### config.mk
export PLATFORM = sky130hd
export DESIGN_NAME = symbol_history
export DESIGN_NICKNAME = d
export VERILOG_FILES = /design/src/rx_emu_geom_pkg.sv /design/src/symbol_history.sv
export SDC_FILE = /design/constraint.sdc
export NUM_CORES = 1
export LEC_CHECK = 0
export ABC_AREA = 1
export BUFFER_PORTS_ARGS = -buffer_cell sky130_fd_sc_hd__buf_2
export CORE_UTILIZATION = 40
export CTS_BUF_LIST = sky130_fd_sc_hd__clkbuf_4
export DETAILED_ROUTE_END_ITERATION = 16
export MAX_ROUTING_LAYER = met4
export SLEW_MARGIN = 20
export SYNTH_ARGS = -nofsm -noshare
export SYNTH_HDL_FRONTEND = slang
export SYNTH_SLANG_ARGS = --single-unit
### constraint.sdc
create_clock -name emu_clk -period 1 [get_ports emu_clk]
set_clock_uncertainty 0.1 [all_clocks]
set_input_delay 0.2 -clock emu_clk [delete_from_list [all_inputs] [get_ports emu_clk]]
set_output_delay 0.2 -clock emu_clk [all_outputs]
set_load 0.05 [all_outputs]
### src/rx_emu_geom_pkg.sv
package rx_emu_geom_pkg;

    // PAM4 symbol and history geometry
    localparam int BITS_PER_SYMBOL = 2;
    localparam int CHUNK_WIDTH     = 8;             // symbols per chunk
    localparam int NUM_CHUNKS      = 4;
    localparam int HIST_SYMBOLS    = CHUNK_WIDTH * NUM_CHUNKS;
    localparam int WORD_SYMBOLS    = 16;            // symbols per input word
    localparam int NUM_SLICES      = 4;             // interleaved sampling slices

    localparam int CHUNK_BITS      = CHUNK_WIDTH * BITS_PER_SYMBOL;
    localparam int WORD_BITS       = WORD_SYMBOLS * BITS_PER_SYMBOL;
    localparam int CHUNK_IDX_WIDTH = $clog2(NUM_CHUNKS);
    localparam int TAP_IDX_WIDTH   = $clog2(HIST_SYMBOLS);
    localparam int SLICE_IDX_WIDTH = $clog2(NUM_SLICES);

    // datapath widths
    localparam int TAP_WIDTH   = 10;                // signed tap
    localparam int ACC_WIDTH   = 18;                // signed accumulator
    localparam int ADC_WIDTH   = 8;                 // output magnitude
    localparam int SHIFT_WIDTH = 4;
    localparam int ADC_MAX     = (1 << ADC_WIDTH) - 1;

    // gray-free natural level code, -3 .. +3
    typedef enum logic [BITS_PER_SYMBOL-1:0] {
        SYM_M3 = 2'b00,
        SYM_M1 = 2'b01,
        SYM_P1 = 2'b10,
        SYM_P3 = 2'b11
    } sym_code_e;

    typedef enum logic [1:0] {
        IDLE,
        LOAD,
        ACCUM,
        EMIT
    } frame_state_e;

endpackage

### src/symbol_history.sv
`timescale 1ns/10ps

module symbol_history (
    input  logic                                        emu_clk,
    input  logic                                        emu_rst,
    input  logic                                        hist_load_i,
    input  logic [rx_emu_geom_pkg::WORD_BITS-1:0]       sym_word_i,
    input  logic [rx_emu_geom_pkg::CHUNK_IDX_WIDTH-1:0] chunk_idx_i,
    output logic [rx_emu_geom_pkg::CHUNK_BITS-1:0]      chunk_syms_o
);

    localparam int B = rx_emu_geom_pkg::BITS_PER_SYMBOL;
    localparam int W = rx_emu_geom_pkg::WORD_SYMBOLS;

    logic [rx_emu_geom_pkg::WORD_BITS-1:0]          cur_word;
    logic [rx_emu_geom_pkg::WORD_BITS-1:0]          prev_word;
    logic [rx_emu_geom_pkg::HIST_SYMBOLS*B-1:0]     hist;

    always_ff @(posedge emu_clk) begin
        if (emu_rst) begin
            cur_word  <= '0;
            prev_word <= '0;
        end else if (hist_load_i) begin
            prev_word <= cur_word;
            cur_word  <= sym_word_i;
        end
    end

    // history symbol 0 is the newest, i.e. the top symbol of the newest word
    always_comb begin
        for (int k = 0; k < W; k++) begin
            hist[k*B +: B]     = cur_word[(W-1-k)*B +: B];
            hist[(k+W)*B +: B] = prev_word[(W-1-k)*B +: B];
        end
    end

    assign chunk_syms_o = hist[chunk_idx_i*rx_emu_geom_pkg::CHUNK_BITS +:
                               rx_emu_geom_pkg::CHUNK_BITS];

endmodule

Word-level counts from Yosys, hierarchy flattened --
Cells that the tools add are included.
Word-level totals: output and inout bits 16, input port bits 37, register bits 64
Operators by class: shifts and indexed selects 1
Operators with widths (number):
- 64-bit by 7-bit variable part select with 16-bit output | 1

Depth between registers and ports, before layout --
word-level depth 1, gate-level depth with buffers 6, gate-level depth less buffers 4

Least setup slack after synthesis --
OpenSTA, ideal clock, no wires.
path kind in2out, start in chunk_idx_i[1] (netlist bit), end out chunk_syms_o[10] (netlist bit), data arrival time 1037 ps, buffers on the path 2, stages 5, slack -337 ps, required time 700 ps, cells stage by stage buf_2 inv_2 buf_2 nand3_1 nand2_1
On the way: cells in the longest elaborated chain, start to end 1
RTL lines:
- start: declaration | line symbol_history.sv:8 | input logic [rx_emu_geom_pkg::CHUNK_IDX_WIDTH-1:0] chunk_idx_i,
- 64-bit by 7-bit variable part select with 16-bit output | line symbol_history.sv:37 | assign chunk_syms_o = hist[chunk_idx_i*rx_emu_geom_pkg::CHUNK_BITS +:
- end: declaration | line symbol_history.sv:9 | output logic [rx_emu_geom_pkg::CHUNK_BITS-1:0] chunk_syms_o
Every way passes these cells.

Worst setup path in the final report --
start reg cur_word[8] (netlist bit), end out chunk_syms_o[6] (netlist bit)
On the way: cells in the longest elaborated chain, start to end 1
RTL lines:
- start: declaration | line symbol_history.sv:15 | logic [rx_emu_geom_pkg::WORD_BITS-1:0] cur_word;
- start signal: assignment | line symbol_history.sv:25 | cur_word <= sym_word_i;
- 64-bit by 7-bit variable part select with 16-bit output | line symbol_history.sv:37
Every way passes these cells.

==> impl_metrics.ini <==
[routing]
firstDrtPassIters = 4
drc_errors = 0
via_count = 3197
routed_wl_um = 8480
ant_nets = 0
drtIter0Drc = 119
wl_per_cell_um = 12.3
routed_via_density = 4.64

[sta]
fmax_ghz = 0.659
fin_crit_sh_pct = 152
final_max_slew_viol_count = 0
finalSetupViolCount = 16
relSlewSlack_pct = 77.4
worstMarginPinSlew_ns = 0.339
hold_viol = 0
rsz0062_at_grt = yes
min_period_ns = 1.52
fin_ws_ns = -0.517

[place]
gp_congestion = 0.799
dp.final_hpwl_um = 5260
place_ws_ns = -0.430
place.port_buffers = 52

[grt]
track_usage_pct = 23.6
use_met2_pct = 38.3
busiest_layer = met2
grt_pass1_wl_um = 13700
gr-usage-met3_pct = 3.05
grt_pass1_vias = 3015
grt.met1_usage_pct = 29.2
antenna_found_initial = 0
grt_max_degree = 48
overflow = 0

[logic_synthesis]
synth_edf_count = 0
avgSynthCellArea_um2 = 6.50
synth.net_count = 502
synth.yosys.seq_area_share_pct = 42.4
synth.distinct_cells = 11
syn-cell-area_um2 = 3020
synth_seq_cells = 64
yosys-top-cells-area = dfxtp_1, nand2_1, a21oi_1, inv_1, nand3_1
ys.flop_type = dfxtp_1
postSynth.asyncResetShare_pct = 0
yosysTopAreaCellShare_pct = 42.4
synth_compound_area_share_pct = 10.6
yosys.area_share.simple_pct = 31.1
synthCells = 465
ys_top_cells_by_count = nand2_1, inv_1, a21oi_1, dfxtp_1, nand3_1
synth_mux_area_share_pct = 0
synth_top_family_by_area = simple AND/OR/NAND/NOR gates
synth-adder-area-share_pct = 0
synth_xor_area_share_pct = 0
ys_warn_count = 0
yosysMostFrequentCell = nand2_1
synth_area_leader_cell = dfxtp_1

[clock_network]
cts_tree = built
cts_max_path_buffers = 2
cts_made_buffers = 9
path_clk_slew_ns = 0.13
ctsRootBufferMaster = clkbuf_4
cts_sinks = 64
h-tree-depth = 3
clock_latency_ns = 0.43

[floorplanning]
initial_core_util_pct = 41.5
die_area_um2 = 7910
die_w_um = 89.0
boundaryPins = 53
die_y_um = 89.0
core_area_um2 = 7290
rows = 31

[critical_path]
end_kind = output pin
worstSetupPathType = register to output pin
critPathLaunchType = register
required_ns = 0.70
arrival_ns = 1.22
timing.critical_path.fanout_max = 2

[power]
power_mw = 6.24
cellPowerDensity_nw_per_um2 = 1220
vdd_drop_max_v = 0.000991
p_leak_nw = 2.12

[layout]
drive_gt1_share_pct = 53.9
fin_nets = 622
diodes = 0
area_growth_pct = 68.6

[job]
drv_cap = 0

[outcome]
status = finished, violations left
violations = setup timing

[hold_path]
min_path_type = primary input to register
[repair_timing]
item,4_1_cts,5_1_grt
endpoints found under the hold margin,32,0
pin swaps,29,11
hold buffers,32,0
gates resized for setup,138,23
gates cloned,0,0
buffers inserted,5,5
endpoints found under the setup margin,16,16
[state kept, by name (all words and copies together) (netlist names)]
signal and flops:
prev_word 32, cur_word 32
[power breakdown]
part           switching (mW)  total, mW  leakage (nW)  internal (mW)
sequential             0.0673       2.75         0.548           2.68
clock                    1.06       1.82        0.0719          0.759
combinational           0.922       1.67          1.50          0.750
[metal layers]
metal | vias up | part of all wire, %
li1 | 1650 | -
met4 | 0 | 2.1
met3 | 17 | 2.0
met1 | 1478 | 46
met2 | 52 | 50
met5 | - | 0
[metrics by stage]
stage	std cells	hold WS, ns	setup TNS [ns]	instance area (um2)	util, %
final	689	0.100	-7.89	5100	69.9
after global routing	689	0.106	-8.73	5100	69.9
after CTS	684	0.0921	-8.05	5030	69.0
after detailed placement	631	0.353	-7.10	4270	58.6
after global placement	631	0.348	-6.43	4270	58.6
after floorplan	465	0.247	-1.19	3760	-
[layout make-up]
type / count / area (um2)
fill: 641 / 2190
tap: 99 / 124
multi-input combinational: 304 / 1960
sequential: 64 / 1360
clock inverter: 7 / 72.6
clock buffer: 9 / 67.6
timing repair buffer: 139 / 1250
inverter: 67 / 267
[kinds of logic after synthesis]
family / after synthesis
DFF: 64
buffers and inverters: 97
and+or+nand+nor: 240
AOI/OAI and AO/OA: 64
[placed cells by master (no fill, tap or decap), types with 5 or more instances in the layout]
cell type,n
dfxtp_1,5
nand2_1,142
inv_2,36
nand2_2,39
buf_12,8
dfxtp_2,59
nand3_4,20
buf_8,16
nand2_8,10
inv_1,29
nand2_4,17
buf_2,36
nand3_2,12
clkbuf_4,9
buf_4,47
a21oi_1,64
dlygate4sd3_1,32
[path summary, 6_finish.rpt]
kind                              from                    endpoint  slack [ns]  cells past startpoint
max           cur_word[8]$_SDFFE_PP0P_             chunk_syms_o[6]       -0.52                      5
min reg2reg  prev_word[3]$_SDFFE_PP0P_   prev_word[3]$_SDFFE_PP0P_        0.37                      2
min                            emu_rst  prev_word[28]$_SDFFE_PP0P_        0.10                      3
max reg2reg  cur_word[11]$_SDFFE_PP0P_  prev_word[11]$_SDFFE_PP0P_        0.07                      4
[worst max-delay path, cell delays in order (launching register included)]
cell     delay, ns
dfxtp_2       0.36
inv_1         0.04
nand2_2       0.07
nand3_4       0.10
nand2_8       0.08
buf_8         0.13
Power figures use the tool's default switching activity.
