<file path="config.mk">
export PLATFORM = sky130hd
export DESIGN_NAME = frame_sequencer
export DESIGN_NICKNAME = d
export VERILOG_FILES = /design/src/rx_emu_geom_pkg.sv /design/src/frame_sequencer.sv
export SDC_FILE = /design/constraint.sdc
export NUM_CORES = 1
export LEC_CHECK = 0
export ABC_CLOCK_PERIOD_IN_PS = 2800
export BUFFER_PORTS_ARGS = -buffer_cell sky130_fd_sc_hd__clkbuf_2
export CELL_PAD_IN_SITES_DETAIL_PLACEMENT = 1
export CELL_PAD_IN_SITES_GLOBAL_PLACEMENT = 1
export CORE_AREA = 2 2 39 41
export CTS_CLUSTER_DIAMETER = 40
export DETAILED_ROUTE_END_ITERATION = 16
export DIE_AREA = 0 0 41 43
export PLACE_DENSITY_LB_ADDON = 0.3
export SLEW_MARGIN = 10
export SYNTH_ARGS = -nofsm -noshare
export SYNTH_HDL_FRONTEND = slang
export SYNTH_SLANG_ARGS = --single-unit
</file>
<file path="constraint.sdc">
create_clock -name emu_clk -period 2.8 [get_ports emu_clk]
set_input_delay 0.7 -clock emu_clk [delete_from_list [all_inputs] [get_ports emu_clk]]
set_output_delay 0.7 -clock emu_clk [all_outputs]
set_load 0.01 [all_outputs]
</file>
<file path="src/rx_emu_geom_pkg.sv">
package rx_emu_geom_pkg;

    // PAM4 symbol and history geometry
    localparam int BITS_PER_SYMBOL = 2;
    localparam int CHUNK_WIDTH     = 8;             // symbols per chunk
    localparam int NUM_CHUNKS      = 4;
    localparam int HIST_SYMBOLS    = CHUNK_WIDTH * NUM_CHUNKS;
    localparam int WORD_SYMBOLS    = 16;            // symbols per input word
    localparam int NUM_SLICES      = 4;             // interleaved sampling slices

    localparam int CHUNK_BITS      = CHUNK_WIDTH * BITS_PER_SYMBOL;
    localparam int WORD_BITS       = WORD_SYMBOLS * BITS_PER_SYMBOL;
    localparam int CHUNK_IDX_WIDTH = $clog2(NUM_CHUNKS);
    localparam int TAP_IDX_WIDTH   = $clog2(HIST_SYMBOLS);
    localparam int SLICE_IDX_WIDTH = $clog2(NUM_SLICES);

    // datapath widths
    localparam int TAP_WIDTH   = 10;                // signed tap
    localparam int ACC_WIDTH   = 18;                // signed accumulator
    localparam int ADC_WIDTH   = 8;                 // output magnitude
    localparam int SHIFT_WIDTH = 4;
    localparam int ADC_MAX     = (1 << ADC_WIDTH) - 1;

    // gray-free natural level code, -3 .. +3
    typedef enum logic [BITS_PER_SYMBOL-1:0] {
        SYM_M3 = 2'b00,
        SYM_M1 = 2'b01,
        SYM_P1 = 2'b10,
        SYM_P3 = 2'b11
    } sym_code_e;

    typedef enum logic [1:0] {
        IDLE,
        LOAD,
        ACCUM,
        EMIT
    } frame_state_e;

endpackage

</file>
<file path="src/frame_sequencer.sv">
`timescale 1ns/10ps

module frame_sequencer (
    input  logic emu_clk,
    input  logic emu_rst,
    input  logic enable_i,
    input  logic sym_valid_i,
    input  logic last_chunk_i,
    output logic sym_ready_o,
    output logic hist_load_o,
    output logic cnt_start_o,
    output logic acc_clear_o,
    output logic acc_en_o,
    output logic emit_o,
    output logic adc_valid_o
);

    rx_emu_geom_pkg::frame_state_e state;
    rx_emu_geom_pkg::frame_state_e state_nxt;
    logic                          accept;

    assign sym_ready_o = (state == rx_emu_geom_pkg::LOAD);
    assign accept      = sym_ready_o && sym_valid_i;

    // a word accepted in LOAD starts the frame on the same edge
    assign hist_load_o = accept;
    assign cnt_start_o = accept;
    assign acc_clear_o = accept;
    assign acc_en_o    = (state == rx_emu_geom_pkg::ACCUM);
    assign emit_o      = (state == rx_emu_geom_pkg::EMIT);

    always_comb begin
        state_nxt = state;
        case (state)
            rx_emu_geom_pkg::IDLE: begin
                if (enable_i) state_nxt = rx_emu_geom_pkg::LOAD;
            end
            rx_emu_geom_pkg::LOAD: begin
                if (accept) state_nxt = rx_emu_geom_pkg::ACCUM;  // stalls here otherwise
            end
            rx_emu_geom_pkg::ACCUM: begin
                if (last_chunk_i) state_nxt = rx_emu_geom_pkg::EMIT;
            end
            rx_emu_geom_pkg::EMIT: begin
                // enable is only sampled between frames
                state_nxt = enable_i ? rx_emu_geom_pkg::LOAD : rx_emu_geom_pkg::IDLE;
            end
            default: state_nxt = rx_emu_geom_pkg::IDLE;
        endcase
    end

    always_ff @(posedge emu_clk) begin
        if (emu_rst) begin
            state       <= rx_emu_geom_pkg::IDLE;
            adc_valid_o <= 1'b0;
        end else begin
            state       <= state_nxt;
            adc_valid_o <= emit_o;                  // slices register on the same edge
        end
    end

endmodule

</file>
# [Yosys cells after proc, flatten, opt, wreduce, memory -nomap -nowiden]
# Cells that the tools add are included.
[totals] inputBits=5 output_inout_bits=7 reg_bits=3 word_cells=16
[classes] n_eq_ne=6 reduce_logical=3 muxes=5
[op_table] operator="case mux 2 bit (4 select lines)" count=1
[op_table] operator="two-way mux 2 bit" count=3
[op_table] operator="== test 2 bit (second input constant)" count=2
[op_table] operator="inequality test 2 bit (second input constant)" count=2
[op_table] operator="AND reduction 3 bit" count=1
[op_table] operator="== test 2 x 1 -> 1 bit (second input constant)" count=1
[op_table] operator="logical NOT 2 bit" count=1
[op_table] operator="inequality test 2 x 1 -> 1 bit (second input constant)" count=1
[op_table] operator="logical AND 1 bit" count=1
[op_table] operator="two-way mux 1 bit" count=1

# [Logic depth before layout (Yosys ltp)]
[logic_depth] depth_word=4 mapped_depth=5 depth_no_buf=5

# [Worst setup path before layout]
# No wires, ideal clock.
[synth_path] path_kind="input-to-output" startpoint="input sym_valid_i" endpoint="output cnt_start_o" n_path_buf=1 arrival_time_ps=1037 setup_slack_ps=1063 path_stages=2 required_time_ps=2100 cell_sequence="and2_1 > buf_4"
[synth_between] elab_chain_len=1
[synth_lines] item="start: declaration" line_no="frame_sequencer.sv:7" source="input logic sym_valid_i,"
[synth_lines] item="logical AND 1 bit" line_no="frame_sequencer.sv:23" source="assign accept = sym_ready_o && sym_valid_i;"
[synth_lines] item="end: declaration" line_no="frame_sequencer.sv:11" source="output logic cnt_start_o,"
# No other way between the ends.

# [Final worst setup path]
[layout_path] startpoint="register state[1]" endpoint="output acc_clear_o"
[layout_between] elab_chain_len=2
[layout_lines] item="start: declaration" line_no="frame_sequencer.sv:18" source="rx_emu_geom_pkg::frame_state_e state;"
[layout_lines] item="start signal: assignment" line_no="frame_sequencer.sv:54" source="state <= rx_emu_geom_pkg::IDLE;"
[layout_lines] item="start signal: assignment" line_no="frame_sequencer.sv:57" source="state <= state_nxt;"
[layout_lines] item="== test 2 x 1 -> 1 bit" line_no="frame_sequencer.sv:22" source="assign sym_ready_o = (state == rx_emu_geom_pkg::LOAD);"
[layout_lines] item="logical AND 1 bit" line_no="frame_sequencer.sv:23"
[layout_lines] item="end: declaration" line_no="frame_sequencer.sv:12" source="output logic acc_clear_o,"
# No other way between the ends.

==> flow_summary.yaml <==
clocking:
  clkTransAtPathRegs_ns: 0.04
  cts_setup_buffers: 0
  cts_hold_buf: 0
  htreeDepth: 1
  numCtsBuffers: 3
  post_cts_resized: 0
  cts_max_path_buffers: 2
  clk_latency_ns: 0.23
  tritoncts: "yes"
  clock-sinks: 3
  root_buffer: "clkbuf_4"
timing:
  layout_min_cycle_time_ns: 1.95
  max-slew-margin-rel_pct: 82.2
  layout_worst_path_cycle_share_pct: 69.5
  drv_slew: 0
  setup_viol: 0
  max_freq_mhz: 514
  clock_skew_ns: 0.00274
  fin_ws_ns: 0.854
  worst_pin_slew_ns: 0.265
  finalSetupTns_ns: 0
  hold_viol_final: 0
  rsz0062_at_grt: "false"
critical_path:
  r2r_end: "state[0]"
  end_kind: "primary output"
  reg2reg_slack_ns: 1.47
  required_ns: 2.10
  arrival_ns: 1.25
  r2r_cells: 5
  critPathMaxFanout: 5
  timing.rr.start: "state[0]"
  crit_type: "flip-flop to primary output"
  critPathLaunchType: "flip-flop"
worst_hold_path:
  whs_endpoint: "state[1]"
  hold_path_class: "flip-flop to flip-flop"
  hp-start: "state[1]"
  min_path_cells: 2
routing:
  wire_per_inst_um: 9.45
  drt_iter0_drc: 3
  avgViaCountPerCell: 4.07
  drc_errors: 0
  vias: 228
  drt_wl_total_um: 529
  drtPass1Iterations: 2
  postRouteAntennaNets: 0
die:
  die-width_um: 41
  io_pins: 12
  fp.dieArea_um2: 1760
  die_y_um: 43
  start_util_pct: 18.4
  core_area_um2: 1380
  rows: 14
pwr:
  p_switching_w: 0.000147
  swShare_pct: 41.8
  powerDensity_nw_per_um2: 1030
  p_comb_share_pct: 57.0
  p_clk_share_pct: 21.7
  seqPwrFrac_pct: 21.2
  peakVddDrop_v: 0.000296
  p_total_w: 0.000351
  p_leak_nw: 0.168
  p_int_w: 0.000204
synthesis:
  syn-num-nets: 37
  ys_seq_area_share_pct: 23.5
  ys_seq_elements: 3
  netlist_area_um2: 255
  synth_warnings: 0
  syn_inst: 27
  ys_types: 17
  synth.avg_cell_area_um2: 9.45
placed_design:
  placed_cell_area_um2: 315
  post-dp-hpwl_um: 444
  port_buffers: 11
  dp_slack_ns: 1.01
  place.gp.congestion: 0.615
run_status:
  status: "finished clean"
finish:
  finalCoreUtilization_pct: 24.7
  drive_gt1_share_pct: 40.0
  layout.nets: 51
  fillCellCount: 174
  antennaDiodeCount: 0
  syn2layout_area_growth_pct: 33.8
  fin_area_um2: 342
global_routing:
  grt_pass1_wl_um: 931
  grt_max_degree: 6
  grt_pass1_vias: 228
  antenna_found_initial: 0
  grt_usage_pct: 8.22
  grt-ovfl-total: 0
run:
  max_cap_violations: 0
-- worst max path at each step --
stage	startpoint	end	slack [ns]	depth (start not counted)
after global routing	state[1]	acc_clear_o	0.73	4
after CTS	state[1]	acc_clear_o	0.82	4
final	state[1]	acc_clear_o	0.85	4
after floorplan	sym_valid_i	cnt_start_o	1.06	2
after global placement	sym_valid_i	hist_load_o	1.02	3
after detailed placement	sym_valid_i	acc_clear_o	1.01	3
-- state kept, by name, summed over array words and instances (netlist names) --
| name | flops |
|---|---|
| adc_valid_o | 1 |
| state | 2 |
-- logic make-up after synthesis --
family / synth area share (%)
simple gates: 26.0
compound gates: 17.2
fa+ha+maj: 24.5
buf+inv: 8.82
flops: 23.5
-- critical path: stages, from the launching register on --
cell	delay, ns
dfxtp_1	0.39
inv_1	0.11
ha_1	0.22
and2_1	0.16
clkbuf_2	0.13
-- cells in the mapped netlist, drive strengths merged --
cell type / n / area share (%)
a211oi: 1 / 2.9
o31ai: 1 / 2.9
nor2b: 3 / 7.4
and2: 1 / 2.5
ha: 5 / 25
buf: 2 / 5.9
o2111ai: 1 / 3.4
nor3: 1 / 2.0
and2b: 1 / 2.9
nand2b: 1 / 2.5
inv: 2 / 2.9
or2b: 2 / 6.4
nand4: 1 / 2.5
dfxtp: 3 / 24
a221oi: 1 / 5.9
a21oi: 1 / 2.0
-- power groups by stage --
stage          Sequential, W  Combinational (W)  Clock [W]
6_report           0.0000746           0.000200  0.0000763
2_1_floorplan      0.0000724           0.000160          0
3_5_place_dp       0.0000756           0.000206          0
4_1_cts            0.0000757           0.000207  0.0000815
3_3_place_gp       0.0000762           0.000207          0
5_1_grt            0.0000784           0.000232  0.0000880
-- cell usage in the layout (no fill, tap or decap), drive strengths merged --
cell,count
a211oi,1
a21oi,1
a221oi,1
and2,1
and2b,1
clkbuf,15
dfxtp,3
ha,5
inv,2
nand2b,1
nand4,1
nor2b,3
nor3,1
o2111ai,1
o31ai,1
or2b,2
-- layout make-up --
type                       instances  area, µm²  area share (%)
clock buffer                       4       26.3            7.69
timing repair buffer              11       55.1            16.1
multi-input combinational         20        173            50.5
inverter                           2       7.51            2.20
sequential                         3       60.1            17.6
tap                               16       20.0            5.86
-- metal layers --
metal	share of wire [%]	GRT usage [%]
met1	44	10.5
met2	52	10.6
met3	3.6	1.57
met4	0	8.00
met5	0	0
-- through the flow --
stage	hold WS [ns]	std cells
floorplan	0.487	27
CTS	0.560	56
finish	0.543	56
detailed placement	0.544	52
global placement	0.555	52
global route	0.577	56
No activity file was read; power rests on OpenSTA's default activity.
