[config.mk]
export PLATFORM = sky130hd
export DESIGN_NAME = apb_config_regs
export DESIGN_NICKNAME = d
export VERILOG_FILES = /design/src/rx_emu_geom_pkg.sv /design/src/rx_emu_regmap_pkg.sv /design/src/apb_config_regs.sv
export SDC_FILE = /design/constraint.sdc
export NUM_CORES = 1
export LEC_CHECK = 0
export ABC_AREA = 1
export BUFFER_PORTS_ARGS = -buffer_cell sky130_fd_sc_hd__buf_2
export CORE_MARGIN = 1.5
export CORE_UTILIZATION = 34
export DETAILED_ROUTE_END_ITERATION = 12
export MAX_ROUTING_LAYER = met4
export PLACE_DENSITY = 0.86
export SLEW_MARGIN = 20
export SYNTH_ARGS = -nofsm -noshare
export SYNTH_HDL_FRONTEND = slang
export SYNTH_SLANG_ARGS = --single-unit
[constraint.sdc]
create_clock -name emu_clk -period 2.2 [get_ports emu_clk]
set_clock_uncertainty 0.2 [all_clocks]
set_input_delay 0.11 -clock emu_clk [delete_from_list [all_inputs] [get_ports emu_clk]]
set_output_delay 0.11 -clock emu_clk [all_outputs]
set_load 0.05 [all_outputs]
[src/rx_emu_geom_pkg.sv]
package rx_emu_geom_pkg;

    // PAM4 symbol and history geometry
    localparam int BITS_PER_SYMBOL = 2;
    localparam int CHUNK_WIDTH     = 8;             // symbols per chunk
    localparam int NUM_CHUNKS      = 4;
    localparam int HIST_SYMBOLS    = CHUNK_WIDTH * NUM_CHUNKS;
    localparam int WORD_SYMBOLS    = 16;            // symbols per input word
    localparam int NUM_SLICES      = 4;             // interleaved sampling slices

    localparam int CHUNK_BITS      = CHUNK_WIDTH * BITS_PER_SYMBOL;
    localparam int WORD_BITS       = WORD_SYMBOLS * BITS_PER_SYMBOL;
    localparam int CHUNK_IDX_WIDTH = $clog2(NUM_CHUNKS);
    localparam int TAP_IDX_WIDTH   = $clog2(HIST_SYMBOLS);
    localparam int SLICE_IDX_WIDTH = $clog2(NUM_SLICES);

    // datapath widths
    localparam int TAP_WIDTH   = 10;                // signed tap
    localparam int ACC_WIDTH   = 18;                // signed accumulator
    localparam int ADC_WIDTH   = 8;                 // output magnitude
    localparam int SHIFT_WIDTH = 4;
    localparam int ADC_MAX     = (1 << ADC_WIDTH) - 1;

    // gray-free natural level code, -3 .. +3
    typedef enum logic [BITS_PER_SYMBOL-1:0] {
        SYM_M3 = 2'b00,
        SYM_M1 = 2'b01,
        SYM_P1 = 2'b10,
        SYM_P3 = 2'b11
    } sym_code_e;

    typedef enum logic [1:0] {
        IDLE,
        LOAD,
        ACCUM,
        EMIT
    } frame_state_e;

endpackage

[src/rx_emu_regmap_pkg.sv]
package rx_emu_regmap_pkg;

    localparam int APB_ADDR_WIDTH = 12;
    localparam int APB_DATA_WIDTH = 32;

    // control register
    localparam logic [APB_ADDR_WIDTH-1:0] CTRL_ADDR = 12'h000;
    localparam int CTRL_EN_BIT    = 0;              // frame enable
    localparam int CTRL_SHIFT_LSB = 1;              // out_shift in bits 4:1

    // tap window, one word per tap, 32 taps per slice
    localparam logic [APB_ADDR_WIDTH-1:0] TAP_BASE = 12'h100;
    localparam logic [APB_ADDR_WIDTH-1:0] TAP_LAST = 12'h2fc;

    // field positions within the offset from TAP_BASE
    localparam int TAP_SLICE_LSB = 7;               // bits 8:7 select the slice
    localparam int TAP_IDX_LSB   = 2;               // bits 6:2 select the tap

    typedef enum logic [1:0] {
        REGION_CTRL,
        REGION_TAP,
        REGION_NONE
    } apb_region_e;

endpackage

[src/apb_config_regs.sv]
`timescale 1ns/10ps

module apb_config_regs (
    input  logic                                                emu_clk,
    input  logic                                                emu_rst,
    input  logic                                                psel_i,
    input  logic                                                penable_i,
    input  logic                                                pwrite_i,
    input  logic [rx_emu_regmap_pkg::APB_ADDR_WIDTH-1:0]        paddr_i,
    input  logic [rx_emu_regmap_pkg::APB_DATA_WIDTH-1:0]        pwdata_i,
    output logic [rx_emu_regmap_pkg::APB_DATA_WIDTH-1:0]        prdata_o,
    output logic                                                pready_o,
    output logic                                                pslverr_o,
    output logic                                                enable_o,
    output logic [rx_emu_geom_pkg::SHIFT_WIDTH-1:0]             out_shift_o,
    output logic [rx_emu_geom_pkg::NUM_SLICES-1:0]              tap_we_o,
    output logic [rx_emu_geom_pkg::TAP_IDX_WIDTH-1:0]           tap_idx_o,
    output logic signed [rx_emu_geom_pkg::TAP_WIDTH-1:0]        tap_wdata_o
);

    rx_emu_regmap_pkg::apb_region_e                  region;
    logic [rx_emu_regmap_pkg::APB_ADDR_WIDTH-1:0]    tap_off;
    logic [rx_emu_geom_pkg::SLICE_IDX_WIDTH-1:0]     tap_slice;
    logic                                            access;
    logic                                            ctrl_wr;
    logic                                            tap_wr;

    // address decode
    always_comb begin
        if (paddr_i[rx_emu_regmap_pkg::APB_ADDR_WIDTH-1:2] ==
            rx_emu_regmap_pkg::CTRL_ADDR[rx_emu_regmap_pkg::APB_ADDR_WIDTH-1:2]) begin
            region = rx_emu_regmap_pkg::REGION_CTRL;
        end else if (paddr_i >= rx_emu_regmap_pkg::TAP_BASE &&
                     paddr_i <= rx_emu_regmap_pkg::TAP_LAST) begin
            region = rx_emu_regmap_pkg::REGION_TAP;
        end else begin
            region = rx_emu_regmap_pkg::REGION_NONE;
        end
    end

    assign tap_off   = paddr_i - rx_emu_regmap_pkg::TAP_BASE;
    assign tap_slice = tap_off[rx_emu_regmap_pkg::TAP_SLICE_LSB +:
                               rx_emu_geom_pkg::SLICE_IDX_WIDTH];

    assign access  = psel_i && penable_i;           // zero wait states
    assign ctrl_wr = access && pwrite_i && (region == rx_emu_regmap_pkg::REGION_CTRL);
    assign tap_wr  = access && pwrite_i && (region == rx_emu_regmap_pkg::REGION_TAP);

    always_ff @(posedge emu_clk) begin
        if (emu_rst) begin
            enable_o    <= 1'b0;
            out_shift_o <= '0;
        end else if (ctrl_wr) begin
            enable_o    <= pwdata_i[rx_emu_regmap_pkg::CTRL_EN_BIT];
            out_shift_o <= pwdata_i[rx_emu_regmap_pkg::CTRL_SHIFT_LSB +:
                                    rx_emu_geom_pkg::SHIFT_WIDTH];
        end
    end

    // tap writes go straight to the slice memories on the access edge
    always_comb begin
        for (int s = 0; s < rx_emu_geom_pkg::NUM_SLICES; s++) begin
            tap_we_o[s] = tap_wr && (tap_slice == s);
        end
    end

    assign tap_idx_o   = tap_off[rx_emu_regmap_pkg::TAP_IDX_LSB +:
                                 rx_emu_geom_pkg::TAP_IDX_WIDTH];
    assign tap_wdata_o = pwdata_i[rx_emu_geom_pkg::TAP_WIDTH-1:0];

    // read mux, taps are write-only
    always_comb begin
        prdata_o = '0;
        if (region == rx_emu_regmap_pkg::REGION_CTRL) begin
            prdata_o[rx_emu_regmap_pkg::CTRL_EN_BIT] = enable_o;
            prdata_o[rx_emu_regmap_pkg::CTRL_SHIFT_LSB +:
                     rx_emu_geom_pkg::SHIFT_WIDTH] = out_shift_o;
        end
    end

    assign pready_o  = 1'b1;
    assign pslverr_o = access && (region == rx_emu_regmap_pkg::REGION_NONE);

endmodule

---- Word level (Yosys, flattened, before mapping) ----
Index checks and enable logic that the tools add are counted.
cells by class
  muxes and demuxes ....................... 3
  reduce and logical (&&, ||, !) cells .... 13
  $lt $le $gt $ge ......................... 2
  eq/ne operators ......................... 5
  add/subtract/negate cells ............... 1
operators with widths
  operator                                                                               count
  12-bit by 9-bit greater-or-equal comparator with 1-bit output (second input constant)  1
  12-bit by 10-bit <= comparator with 1-bit output (second input constant)               1
  1-bit logical AND                                                                      10
  10-bit zero test                                                                       1
  9-bit subtractor (second input constant)                                               1
  2-bit equality test (second input constant)                                            3
  5-bit two-way mux                                                                      1
  2-bit by 1-bit equality test with 1-bit output (second input constant)                 2
  2-bit zero test                                                                        2
  2-bit two-way mux                                                                      2
storage, ports and cells
  output and inout port bits .............. 58
  flip-flop bits (word level) ............. 5

---- Longest topological paths before layout ----
  depth after elaboration ................. 7
  gate-level depth with buffers ........... 7
  mapped depth without buffers ............ 7

---- Worst setup path after synthesis ----
No wires, ideal clock.
  kind .................................... register -> output
  from .................................... register enable_o
  to ...................................... output port prdata_o[0] in the netlist's numbering
  arrival ................................. 1.396 ns
  slack ................................... 0.494 ns
  required time ........................... 1.890 ns
  stages on the path, launching flop included .. 3
  path buffers ............................ 0
  path through ............................ dfxtp_1 inv_1 nor2_1
on the way
  cells in the longest elaborated chain, start to end .. 1
ends and longest elaborated chain
  what                    line                   RTL
  from (decl)             apb_config_regs.sv:14  output logic enable_o,
  from (signal assigned)  apb_config_regs.sv:54  enable_o <= pwdata_i[rx_emu_regmap_pkg::CTRL_EN_BIT];
  5-bit two-way mux       apb_config_regs.sv:74  if (region == rx_emu_regmap_pkg::REGION_CTRL) begin
  to (decl)               apb_config_regs.sv:11  output logic [rx_emu_regmap_pkg::APB_DATA_WIDTH-1:0] prdata_o,
No other way between the ends.

---- Final worst setup path ----
  from .................................... input port paddr_i[6] in the netlist's numbering
  to ...................................... output port prdata_o[1] in the netlist's numbering
on the way
  cells in the longest elaborated chain, start to end .. 6
  elaborated cells on any way between the ends .. 8
  classes of those cells .................. order compare (2); mux (3); reduce/logical (3)
ends and longest elaborated chain
  what                                                                                                                               line                                          RTL
  from (decl)                                                                                                                        apb_config_regs.sv:9                          input logic [rx_emu_regmap_pkg::APB_ADDR_WIDTH-1:0] paddr_i,
  12-bit by 9-bit greater-or-equal comparator with 1-bit output or 12-bit by 10-bit <= comparator with 1-bit output (tied branches)  apb_config_regs.sv:33, apb_config_regs.sv:34
  1-bit logical AND                                                                                                                  apb_config_regs.sv:33                         end else if (paddr_i >= rx_emu_regmap_pkg::TAP_BASE &&
  2-bit two-way mux                                                                                                                  apb_config_regs.sv:33
  2-bit two-way mux (*)                                                                                                              apb_config_regs.sv:30                         if (paddr_i[rx_emu_regmap_pkg::APB_ADDR_WIDTH-1:2] ==
  2-bit zero test (*)                                                                                                                apb_config_regs.sv:74
  5-bit two-way mux (*)                                                                                                              apb_config_regs.sv:74
Every way passes the cells marked *; elsewhere a longest branch is shown, timed or not.

==> results.ini <==
[synth]
avgSynthCellArea_um2=6.285
synth_edf_count=0
synthArstFlopShare=0
synth_area_um2=810.8
synth_seq_cells=5
yosys_warnings=0
synth_area_leaders=buf_4, dfxtp_1, nand2_1
synth_ff_type=dfxtp_1
synth_common_cells=buf_4, nand2_1, inv_1, nor2_1
yosysTopAreaCell=buf_4
synth.most_common_cell=buf_4
ys_seq_area_frac=0.1235
syn_inst=129
ys_types=17
synth_top_area_frac=0.3981

[clock_tree]
clkTransAtPathRegs_ns=0.04
ctsResizeCount=0
cts_sinks=5
cts_tree=yes
cts_max_level=1
root_buffer=clkbuf_4
cts_buffers=3
clock_path_buffers=2
clkLatencyLatePin_ns=0.24

[routing]
wire_per_inst_um=7.550
vias=727
ant_nets=0
via_per_inst=3.806
first_pass_iters=3
remaining_drc_errors=0
wirelength_mm=1.442
drtIter0Drc=6

[finish]
fin_cells=191
utilization=0.3972
num_antenna_cells=0
drive_above_1_share=0.3436
fin_nets=213
syn2layout_area_growth_pct=9.414
postLayoutCellArea_um2=887.1

[global_route]
grt_util_met3=0.01149
grt.total_usage=0.1158
met1_usage=0.1309
grt_pass1_wl_mm=2.297
antenna_found_initial=0
top_usage_layer=met2
overflow=0
gr-usage-met2=0.1983
grt_max_degree=8
grt_pass1_vias=594

[setup_path]
path_max_fanout=7
reg2regPathDepth=4
cp.arrival_ns=1.25
r2r_start=out_shift_o[0]$_SDFFE_PP0P_
endpoint_kind=output pin
reg2reg_slack_ns=1.39
crit_required_ns=1.89
r2r_end=out_shift_o[0]$_SDFFE_PP0P_
setup.worst_path.class=in2out
critPathLaunch=paddr_i[6]
worst_setup_path_start_kind=input port

[floorplan]
fp.dieW_um=51.83
rows=17
die-area_um2=2686
die_h_um=51.83
start_util=0.3630
ioPinCount=107
core_area_um2=2233

[sta]
fmax_ghz=0.6415
setup_viol_count_final=0
slew_violations=0
finalSetupTns_ns=0
rsz0062_at_grt=no
worst_hold_slack_ns=0.008371
fin_crit_ns=1.559
period_share=0.7085
hold_viol_final=0

[placement]
dp.cells=186
dp_hpwl_mm=1.264
port_buffers=46
routabilityCongestion=0.7681
dpl_cell_area_um2=850.8

[min_path]
min_to=enable_o$_SDFFE_PP0P_
hold_depth=5
worstHoldStart=pwdata_i[0]
hold_class=in2reg

[run_status]
status=completed

[pwr]
leakage_uw=0.0005811
powerDensity_nw_per_um2=459.9
vdd_drop_max_mv=0.1781

[job]
max_cap_violations=0

cells by family after synthesis:
kind of cell,synth area share
flops,0.1235
other cells,0.009263
buf+inv,0.5000
compound gates,0.01543
simple gates,0.3519
worst max path at each step:
stage	end	slack [ns]	depth (start not counted)
2_1_floorplan	prdata_o[0]	0.49	2
3_3_place_gp	pslverr_o	0.66	7
3_5_place_dp	prdata_o[1]	0.62	6
4_1_cts	prdata_o[1]	0.62	6
5_1_grt	prdata_o[1]	0.54	6
6_report	prdata_o[1]	0.64	6
where the power goes:
part | internal, uW | leakage [uW] | switching (uW)
clock | 68.7 | 0.0000150 | 39.4
combinational | 31.9 | 0.000526 | 177
sequential | 90.9 | 0.0000402 | 0.00768
timing repair:
item | in CTS | in global routing
endpoints found under the setup margin | 0 | 0
setup buffers | 0 | 0
hold endpoints to repair | 5 | 0
hold buffers | 1 | 0
per-stage QoR:
stage               power, uW  setup slack [ns]
finish                  408.0            0.6412
CTS                     411.3            0.6240
global route            432.5            0.5400
floorplan               340.5            0.4938
detailed placement      300.5            0.6215
global placement        299.2            0.6578
area by class of cell:
type | instances | area [um^2]
fill | 265 | 1346
multi-input combinational | 85 | 402.9
sequential | 5 | 100.1
inverter | 22 | 82.58
tap | 28 | 35.03
timing repair buffer | 47 | 240.2
clock buffer | 4 | 26.28
sequential cells by signal, indices dropped and copies added, names as in the netlist:
signal       cells
enable_o         1
out_shift_o      4
layer usage:
metal	vias to the layer above	wire length [um]	share of wire
met4	0	23	0.016
met2	41	733	0.51
met5	-	0	0
met1	304	573	0.40
li1	378	-	-
met3	4	112	0.078
critical path, stage by stage:
cell and delay, ns:
buf_2 0.11, or2_4 0.27, nor2_8 0.16, nand2_1 0.18
nor2_1 0.13, buf_2 0.28
cell usage in the layout (no fill, tap or decap), drive strengths merged:
cell type,count
buf,46
conb,28
nand2,23
inv,22
nor2,22
nand4,5
dfxtp,5
clkbuf,4
nand3,3
or2,1
o211ai,1
and3,1
a21oi,1
dlygate4sd3,1
Power figures use the tool's default switching activity.
