--- src/rx_emu_geom_pkg.sv ---
package rx_emu_geom_pkg;

    // PAM4 symbol and history geometry
    localparam int BITS_PER_SYMBOL = 2;
    localparam int CHUNK_WIDTH     = 8;             // symbols per chunk
    localparam int NUM_CHUNKS      = 4;
    localparam int HIST_SYMBOLS    = CHUNK_WIDTH * NUM_CHUNKS;
    localparam int WORD_SYMBOLS    = 16;            // symbols per input word
    localparam int NUM_SLICES      = 4;             // interleaved sampling slices

    localparam int CHUNK_BITS      = CHUNK_WIDTH * BITS_PER_SYMBOL;
    localparam int WORD_BITS       = WORD_SYMBOLS * BITS_PER_SYMBOL;
    localparam int CHUNK_IDX_WIDTH = $clog2(NUM_CHUNKS);
    localparam int TAP_IDX_WIDTH   = $clog2(HIST_SYMBOLS);
    localparam int SLICE_IDX_WIDTH = $clog2(NUM_SLICES);

    // datapath widths
    localparam int TAP_WIDTH   = 10;                // signed tap
    localparam int ACC_WIDTH   = 18;                // signed accumulator
    localparam int ADC_WIDTH   = 8;                 // output magnitude
    localparam int SHIFT_WIDTH = 4;
    localparam int ADC_MAX     = (1 << ADC_WIDTH) - 1;

    // gray-free natural level code, -3 .. +3
    typedef enum logic [BITS_PER_SYMBOL-1:0] {
        SYM_M3 = 2'b00,
        SYM_M1 = 2'b01,
        SYM_P1 = 2'b10,
        SYM_P3 = 2'b11
    } sym_code_e;

    typedef enum logic [1:0] {
        IDLE,
        LOAD,
        ACCUM,
        EMIT
    } frame_state_e;

endpackage

--- src/slice_accumulator.sv ---
`timescale 1ns/10ps

module slice_accumulator (
    input  logic                                        emu_clk,
    input  logic                                        emu_rst,
    input  logic                                        tap_we_i,
    input  logic [rx_emu_geom_pkg::TAP_IDX_WIDTH-1:0]   tap_idx_i,
    input  logic signed [rx_emu_geom_pkg::TAP_WIDTH-1:0] tap_wdata_i,
    input  logic [rx_emu_geom_pkg::CHUNK_BITS-1:0]      chunk_syms_i,
    input  logic [rx_emu_geom_pkg::CHUNK_IDX_WIDTH-1:0] chunk_idx_i,
    input  logic                                        acc_clear_i,
    input  logic                                        acc_en_i,
    input  logic                                        emit_i,
    input  logic [rx_emu_geom_pkg::SHIFT_WIDTH-1:0]     out_shift_i,
    output logic                                        adc_sgn_o,
    output logic [rx_emu_geom_pkg::ADC_WIDTH-1:0]       adc_mag_o
);

    localparam int B  = rx_emu_geom_pkg::BITS_PER_SYMBOL;
    localparam int CW = rx_emu_geom_pkg::CHUNK_WIDTH;
    localparam int AW = rx_emu_geom_pkg::ACC_WIDTH;

    logic signed [rx_emu_geom_pkg::TAP_WIDTH-1:0] taps [rx_emu_geom_pkg::HIST_SYMBOLS];
    logic signed [AW-1:0] tap_ext [CW];
    logic signed [AW-1:0] lvl_ext [CW];
    logic signed [AW-1:0] chunk_sum;
    logic signed [AW-1:0] acc;
    logic signed [AW-1:0] shifted;
    logic signed [AW-1:0] abs_val;

    // pulse response memory, one tap per history symbol
    always_ff @(posedge emu_clk) begin
        if (emu_rst) begin
            for (int t = 0; t < rx_emu_geom_pkg::HIST_SYMBOLS; t++) begin
                taps[t] <= '0;
            end
        end else if (tap_we_i) begin
            taps[tap_idx_i] <= tap_wdata_i;
        end
    end

    for (genvar i = 0; i < CW; i++) begin : gen_lane
        // tap for history symbol chunk_idx*CW + i, sign extended
        assign tap_ext[i] = taps[chunk_idx_i*CW + i];

        always_comb begin
            case (rx_emu_geom_pkg::sym_code_e'(chunk_syms_i[i*B +: B]))
                rx_emu_geom_pkg::SYM_M3: lvl_ext[i] = -3;
                rx_emu_geom_pkg::SYM_M1: lvl_ext[i] = -1;
                rx_emu_geom_pkg::SYM_P1: lvl_ext[i] = 1;
                default:                 lvl_ext[i] = 3;
            endcase
        end
    end

    // eight products per emulator cycle
    always_comb begin
        chunk_sum = '0;
        for (int i = 0; i < CW; i++) begin
            chunk_sum = chunk_sum + tap_ext[i] * lvl_ext[i];
        end
    end

    always_ff @(posedge emu_clk) begin
        if (emu_rst) begin
            acc <= '0;
        end else if (acc_clear_i) begin
            acc <= '0;
        end else if (acc_en_i) begin
            acc <= acc + chunk_sum;
        end
    end

    // output scaling, sign-magnitude with saturation
    assign shifted = acc >>> out_shift_i;
    assign abs_val = shifted[AW-1] ? -shifted : shifted;

    always_ff @(posedge emu_clk) begin
        if (emu_rst) begin
            adc_sgn_o <= 1'b0;
            adc_mag_o <= '0;
        end else if (emit_i) begin
            adc_sgn_o <= shifted[AW-1];
            if (abs_val > rx_emu_geom_pkg::ADC_MAX) begin
                adc_mag_o <= '1;                    // clip at full scale
            end else begin
                adc_mag_o <= abs_val[rx_emu_geom_pkg::ADC_WIDTH-1:0];
            end
        end
    end

endmodule

--- config.mk ---
export PLATFORM = sky130hd
export DESIGN_NAME = slice_accumulator
export DESIGN_NICKNAME = d
export VERILOG_FILES = /design/src/rx_emu_geom_pkg.sv /design/src/slice_accumulator.sv
export SDC_FILE = /design/constraint.sdc
export NUM_CORES = 2
export LEC_CHECK = 0
export ABC_AREA = 1
export BUFFER_PORTS_ARGS = -buffer_cell sky130_fd_sc_hd__buf_2
export CAP_MARGIN = 30
export CELL_PAD_IN_SITES_DETAIL_PLACEMENT = 2
export CELL_PAD_IN_SITES_GLOBAL_PLACEMENT = 2
export CORE_ASPECT_RATIO = 1.2
export CORE_MARGIN = 2
export CORE_UTILIZATION = 39
export DETAILED_ROUTE_END_ITERATION = 8
export GPL_TIMING_DRIVEN = 0
export MAX_ROUTING_LAYER = met4
export PLACE_DENSITY_LB_ADDON = 0.1
export SYNTH_ARGS = -nofsm -noshare
export SYNTH_HDL_FRONTEND = slang
export SYNTH_SLANG_ARGS = --single-unit
--- constraint.sdc ---
create_clock -name emu_clk -period 12.1 [get_ports emu_clk]
set_input_delay 2.42 -clock emu_clk [delete_from_list [all_inputs] [get_ports emu_clk]]
set_output_delay 2.42 -clock emu_clk [all_outputs]
set_load 0.1 [all_outputs]
; ---- After elaboration in Yosys (flattened, before gate mapping)
; Memories as Yosys holds them, arrays and structs flattened.
; Index checks and enable logic that the tools add are counted.
[totals]
mem_count = 1
ram_bits = 320
elab_cells = 74
out_inout_bits = 9
reg_bits = 27
inputBits = 43
[memory_table]
columns = name, depth, word_bits, rd, rd_ports_with_merged_regs, write_ports, line
row1 = taps, 32, 10, 8, 0, 32, slice_accumulator.sv:23  ; logic signed [rx_emu_geom_pkg::TAP_WIDTH-1:0] taps [rx_emu_geom_pkg::HIST_SYMBOLS];
[classes]
multipliers = 8
shift = 1
addsub = 16
eq_ne = 16
reduce_logical = 10
muxes = 18
n_lt_le_gt_ge = 1
[ops]
columns = cell, n
row1 = one-hot mux 18 bit (3 select lines), 8
row2 = adder 18 bit, 8
row3 = multiplier 10 x 18 -> 18 bit, 8
row4 = adder 5 x 3 -> 5 bit (second input constant), 4
row5 = greater-than comparator 18 x 9 -> 1 bit (second input constant), 1
row6 = 2-to-1 mux 18 bit, 1
row7 = negator 18 bit, 1
row8 = >>> shifter 18 x 4 -> 18 bit, 1
row9 = equality test 2 x 1 -> 1 bit (second input constant), 8
row10 = equality test 2 bit (second input constant), 8
row11 = zero test 2 bit, 8
row12 = adder 5 x 2 -> 5 bit (second input constant), 2
row13 = 2-to-1 mux 10 bit, 1
row14 = OR reduction 10 bit, 1
row15 = 2-to-1 mux 8 bit, 1
row16 = 2-to-1 mux 1 bit, 6
row17 = adder 5 x 1 -> 5 bit (second input constant), 1
row18 = 2-to-1 mux 5 bit, 1
row19 = OR reduction 2 bit, 1

; ---- Depth between registers and ports, before layout
[logic_depth]
word_depth = 11
mapped_depth = 40
ltp_nobuf = 37

; ---- Worst setup path before layout
; Ideal clock, no wire load.
[synth_timing]
path_type = input to register
from = input chunk_idx_i[0] (netlist name)
to = register acc[13]
path_stages = 37
required_ps = 11985
slack_ps = 655
setup_ps = 115
arrival_time_ps = 11329
path_buffers = 3
path_cell_list = clkbuf_1 -> clkinv_1 -> clkbuf_1 -> clkbuf_1 -> nand2_1 -> nand3_1 -> nand2_1 -> nor2_1 -> inv_1 -> fa_1 -> inv_1 -> fa_1 -> inv_1 -> fa_1 -> inv_1 -> fa_1 -> fa_1 -> inv_1 -> fa_1 -> inv_1 -> fa_1 -> inv_1 -> fa_1 -> fa_1 -> fa_1 -> inv_1 -> ha_1 -> a21o_1 -> a31oi_1 -> inv_1 -> a31o_2 -> nand2_1 -> nand2_1 -> a21oi_1 -> xnor2_1 -> o21ai_0 -> inv_1
[synth_between]
elab_chain_len = 11
elab_cells_between_ends = 24
classes_between = 15 x add/sub / 8 x mul / 1 x memory
[synth_lines]
columns = item, line
row1 = start: declaration, slice_accumulator.sv:10  ; input logic [rx_emu_geom_pkg::CHUNK_IDX_WIDTH-1:0] chunk_idx_i,
row2 = adder 5 x 1 -> 5 bit, slice_accumulator.sv:44  ; assign tap_ext[i] = taps[chunk_idx_i*CW + i];
row3 = memory read (32 x 10 bit) (*), --
row4 = multiplier 10 x 18 -> 18 bit, slice_accumulator.sv:60  ; chunk_sum = chunk_sum + tap_ext[i] * lvl_ext[i];
row5 = adder 18 bit (6 in series), slice_accumulator.sv:60
row6 = adder 18 bit (*), slice_accumulator.sv:60
row7 = adder 18 bit (*), slice_accumulator.sv:70  ; acc <= acc + chunk_sum;
row8 = end signal: assignment, slice_accumulator.sv:70
row9 = end: declaration, slice_accumulator.sv:27  ; logic signed [AW-1:0] acc;
; Every way passes the cells marked *; elsewhere a longest branch is shown, timed or not.
; A chain may end at the register's enable or synchronous reset.

; ---- Worst setup path in the final report
[layout_timing]
from = input chunk_idx_i[1] (netlist name)
to = register acc[13]
; The elaborated chain is that of the path after synthesis.

==> results.py <==
metrics = {
    "detailed_routing": {
        "wl_um": 133000,
        "via_per_inst": 5.17,
        "vias": 25400,
        "postRouteAntennaNets": 0,
        "first_pass_iters": 7,
        "post_drt_wl_per_cell_um": 27.0,
        "drc": 0,
        "drt_iter0_drc": 1492,
    },
    "synthesis": {
        "synth_fa_ha_area_frac": 0.397,
        "seq_area_frac_synth": 0.296,
        "syn_area_per_cell_um2": 9.52,
        "ys.flop_type": "edfxtp_1",
        "syn_inst": 3605,
        "synth-compound-area-share": 0.0317,
        "ys_warn_count": 0,
        "synth-simple-area-share": 0.151,
        "synth-seq-cells": 347,
        "synth_top_area_cell": "fa_1",
        "synth_enable_flop_cells": 320,
        "syn_nets": 4410,
        "synthMuxAreaShare": 0,
        "synth_top_family_by_area": "adder cells",
        "ys_async_sr_fraction": 0,
        "synth_top_area_share": 0.318,
        "yosys-top-cells-area": "fa_1, edfxtp_1, inv_1",
        "synth_cell_type_count": 44,
        "netlist_area_um2": 34300,
        "synth_xor_area_frac": 0.0128,
    },
    "floorplan": {
        "core_area_um2": 87500,
        "initial_core_util": 0.392,
        "io_pins": 52,
        "die_h_um": 329,
        "die_w_um": 275,
        "rows": 119,
        "die_area_um2": 90400,
    },
    "setup_path": {
        "reg2reg_depth": 31,
        "end_kind": "register",
        "worst_path_largest_cell_delay_ns": 0.59,
        "r2r-end": "acc[17]$_SDFFE_PP0P_",
        "worstPathRequired_ns": 12.53,
        "path_max_fanout": 10,
        "cpMostUsedCell": "fa_1",
        "crit_arrival_ns": 12.12,
        "endpoint": "acc[13]$_SDFFE_PP0P_",
        "crit_type": "in2reg",
        "crit_start": "chunk_idx_i[1]",
        "cp-start-kind": "input pin",
        "timing.rr.start": "taps[17][3]$_SDFFCE_PN0P_",
        "cp_slowest_cell": "fa_1",
        "reg2reg_slack_ns": 2.85,
    },
    "timing": {
        "min_period_over_period": 0.966,
        "relSlewSlack": 0.293,
        "setup_viol": 0,
        "skew_ns": 0.0260,
        "hold_viol_final": 0,
        "finalMaxSlewViolations": 0,
        "worstMarginPinSlew_ns": 1.05,
        "finalSetupTns_ns": 0,
        "min_period_ns": 11.69,
        "max_freq_mhz": 85.5,
    },
    "status": {
        "outcome": "complete, no violations",
    },
    "global_routing": {
        "track_usage": 0.310,
        "grt-ovfl-total": 0,
        "grt_pass1_wl_um": 195000,
        "antenna_found_initial": 2,
        "grt_pass1_vias": 29900,
        "grt_max_degree": 15,
    },
    "worst_hold_path": {
        "min_from": "acc[0]$_SDFFE_PP0P_",
        "worst_hold_path_type": "reg2reg",
    },
    "cts": {
        "cts_buffer_depth": 3,
        "numCtsBuffers": 36,
        "clk-insertion-delay-late_ns": 0.56,
        "ctsHtreeMaxLevel": 2,
        "clkTransAtPathRegs_ns": 0.06,
        "tritoncts": "yes",
        "hold_buffers": 0,
        "cts_root_buf": "clkbuf_16",
        "numClockSinks": 347,
    },
    "place": {
        "placed_area_um2": 36500,
        "gp_congestion": 0.901,
        "dp_hpwl_um": 112000,
        "port_buffers": 40,
    },
    "final_layout": {
        "fin_nets": 4536,
        "layout_commonest_cell": "inv_1",
        "fillCellCount": 9463,
        "area_delta_synth_final_pct": 10.2,
        "postLayoutCellArea_um2": 37800,
        "final_cell_mix": "inv_1, fa_1, nand2_1, nor2_1, edfxtp_1",
        "drive_above_1_share": 0.0729,
    },
    "run": {
        "maxCapViolations": 0,
    },
}
## area by class of cell
type	instances	area [um^2]	area share
multi-input cells	2251	20500	0.541
clock buffers	40	916	0.0242
clock inverters	24	138	0.00364
flip-flops and latches	347	10100	0.268
repair buffers	88	812	0.0215
plain buffers	141	661	0.0175
well taps	1149	1440	0.0380
inverters	866	3270	0.0863
diodes	3	7.51	0.000198
## synthesized netlist by cell type, types with 2 or more instances
master    count
buf_2         6
clkinv_1      9
nor2_1      493
inv_1       849
fa_1        546
nand2_1     530
nand2_2      15
buf_1         8
nor2_4        2
dfxtp_1      27
a21oi_2       8
nor2_2        4
a21oi_1      64
a21o_1       10
o211ai_1      2
edfxtp_1    320
nand4_1       2
xor2_1       31
o22ai_1       7
nand3_2      11
nor3_1       13
a32o_1        5
clkbuf_1    122
or2_2        12
xnor2_1      19
inv_2         6
buf_6         4
nand2_4       4
a31oi_1       3
o21ai_0      49
nand3_1     170
o21bai_1      3
a32oi_1      22
ha_1        216
nand3b_1      4
## stage by stage
step	setup WS, ns	utilization	hold slack, ns	std cells
floorplan	0.655	-	0.458	3605
global placement	-1.74	0.411	0.490	4794
detailed placement	-1.19	0.417	0.506	4835
CTS	0.0177	0.430	0.512	4899
global route	-0.0322	0.432	0.529	4909
finish	0.409	0.432	0.510	4909
## per-layer routing
layer,vias up,wire length (um),part of all wire,global-route usage
li1,11100,-,-,-
met1,13400,52500,0.40,0.360
met2,598,67700,0.51,0.536
met3,272,5420,0.041,0.0355
met4,0,7190,0.054,0.145
met5,-,0,0,-
## flip-flops by register name, summed over array words and instances, names as in the netlist
register   count
taps         320
acc           18
adc_mag_o      8
adc_sgn_o      1
## critical path: cells and delay by family
kind	cells	cell delay, ns
AO/OA/AOI/OAI	5	0.99
adder cells (fa/ha/maj)	11	5.63
buffers and inverters	14	2.13
XOR/XNOR	1	0.11
AND/OR/NAND/NOR	5	0.83
## repair_timing
| item | CTS | global route |
|---|---|---|
| setup endpoints to repair | 9 | 8 |
| buffers inserted | 0 | 4 |
| resized for setup | 26 | 78 |
| gates cloned | 0 | 0 |
## logic make-up after synthesis
group | after synthesis
xor gates and xnor gates | 50
DFF | 347
adders and majority gates | 762
AOI/OAI and AO/OA | 177
buffers and inverters | 1007
and+or+nand+nor | 1262
## worst min-delay path by stage
stage / to / slack [ns] / depth (start not counted)
after CTS: acc[0]$_SDFFE_PP0P_ / 0.51 / 2
final: acc[0]$_SDFFE_PP0P_ / 0.51 / 2
after global placement: acc[0]$_SDFFE_PP0P_ / 0.49 / 2
after detailed placement: acc[0]$_SDFFE_PP0P_ / 0.51 / 2
after global routing: acc[0]$_SDFFE_PP0P_ / 0.53 / 2
after floorplan: acc[0]$_SDFFE_PP0P_ / 0.46 / 2
Power is not shown: default switching activity piles up to over one toggle a cycle in this logic, so the estimate is an artifact.
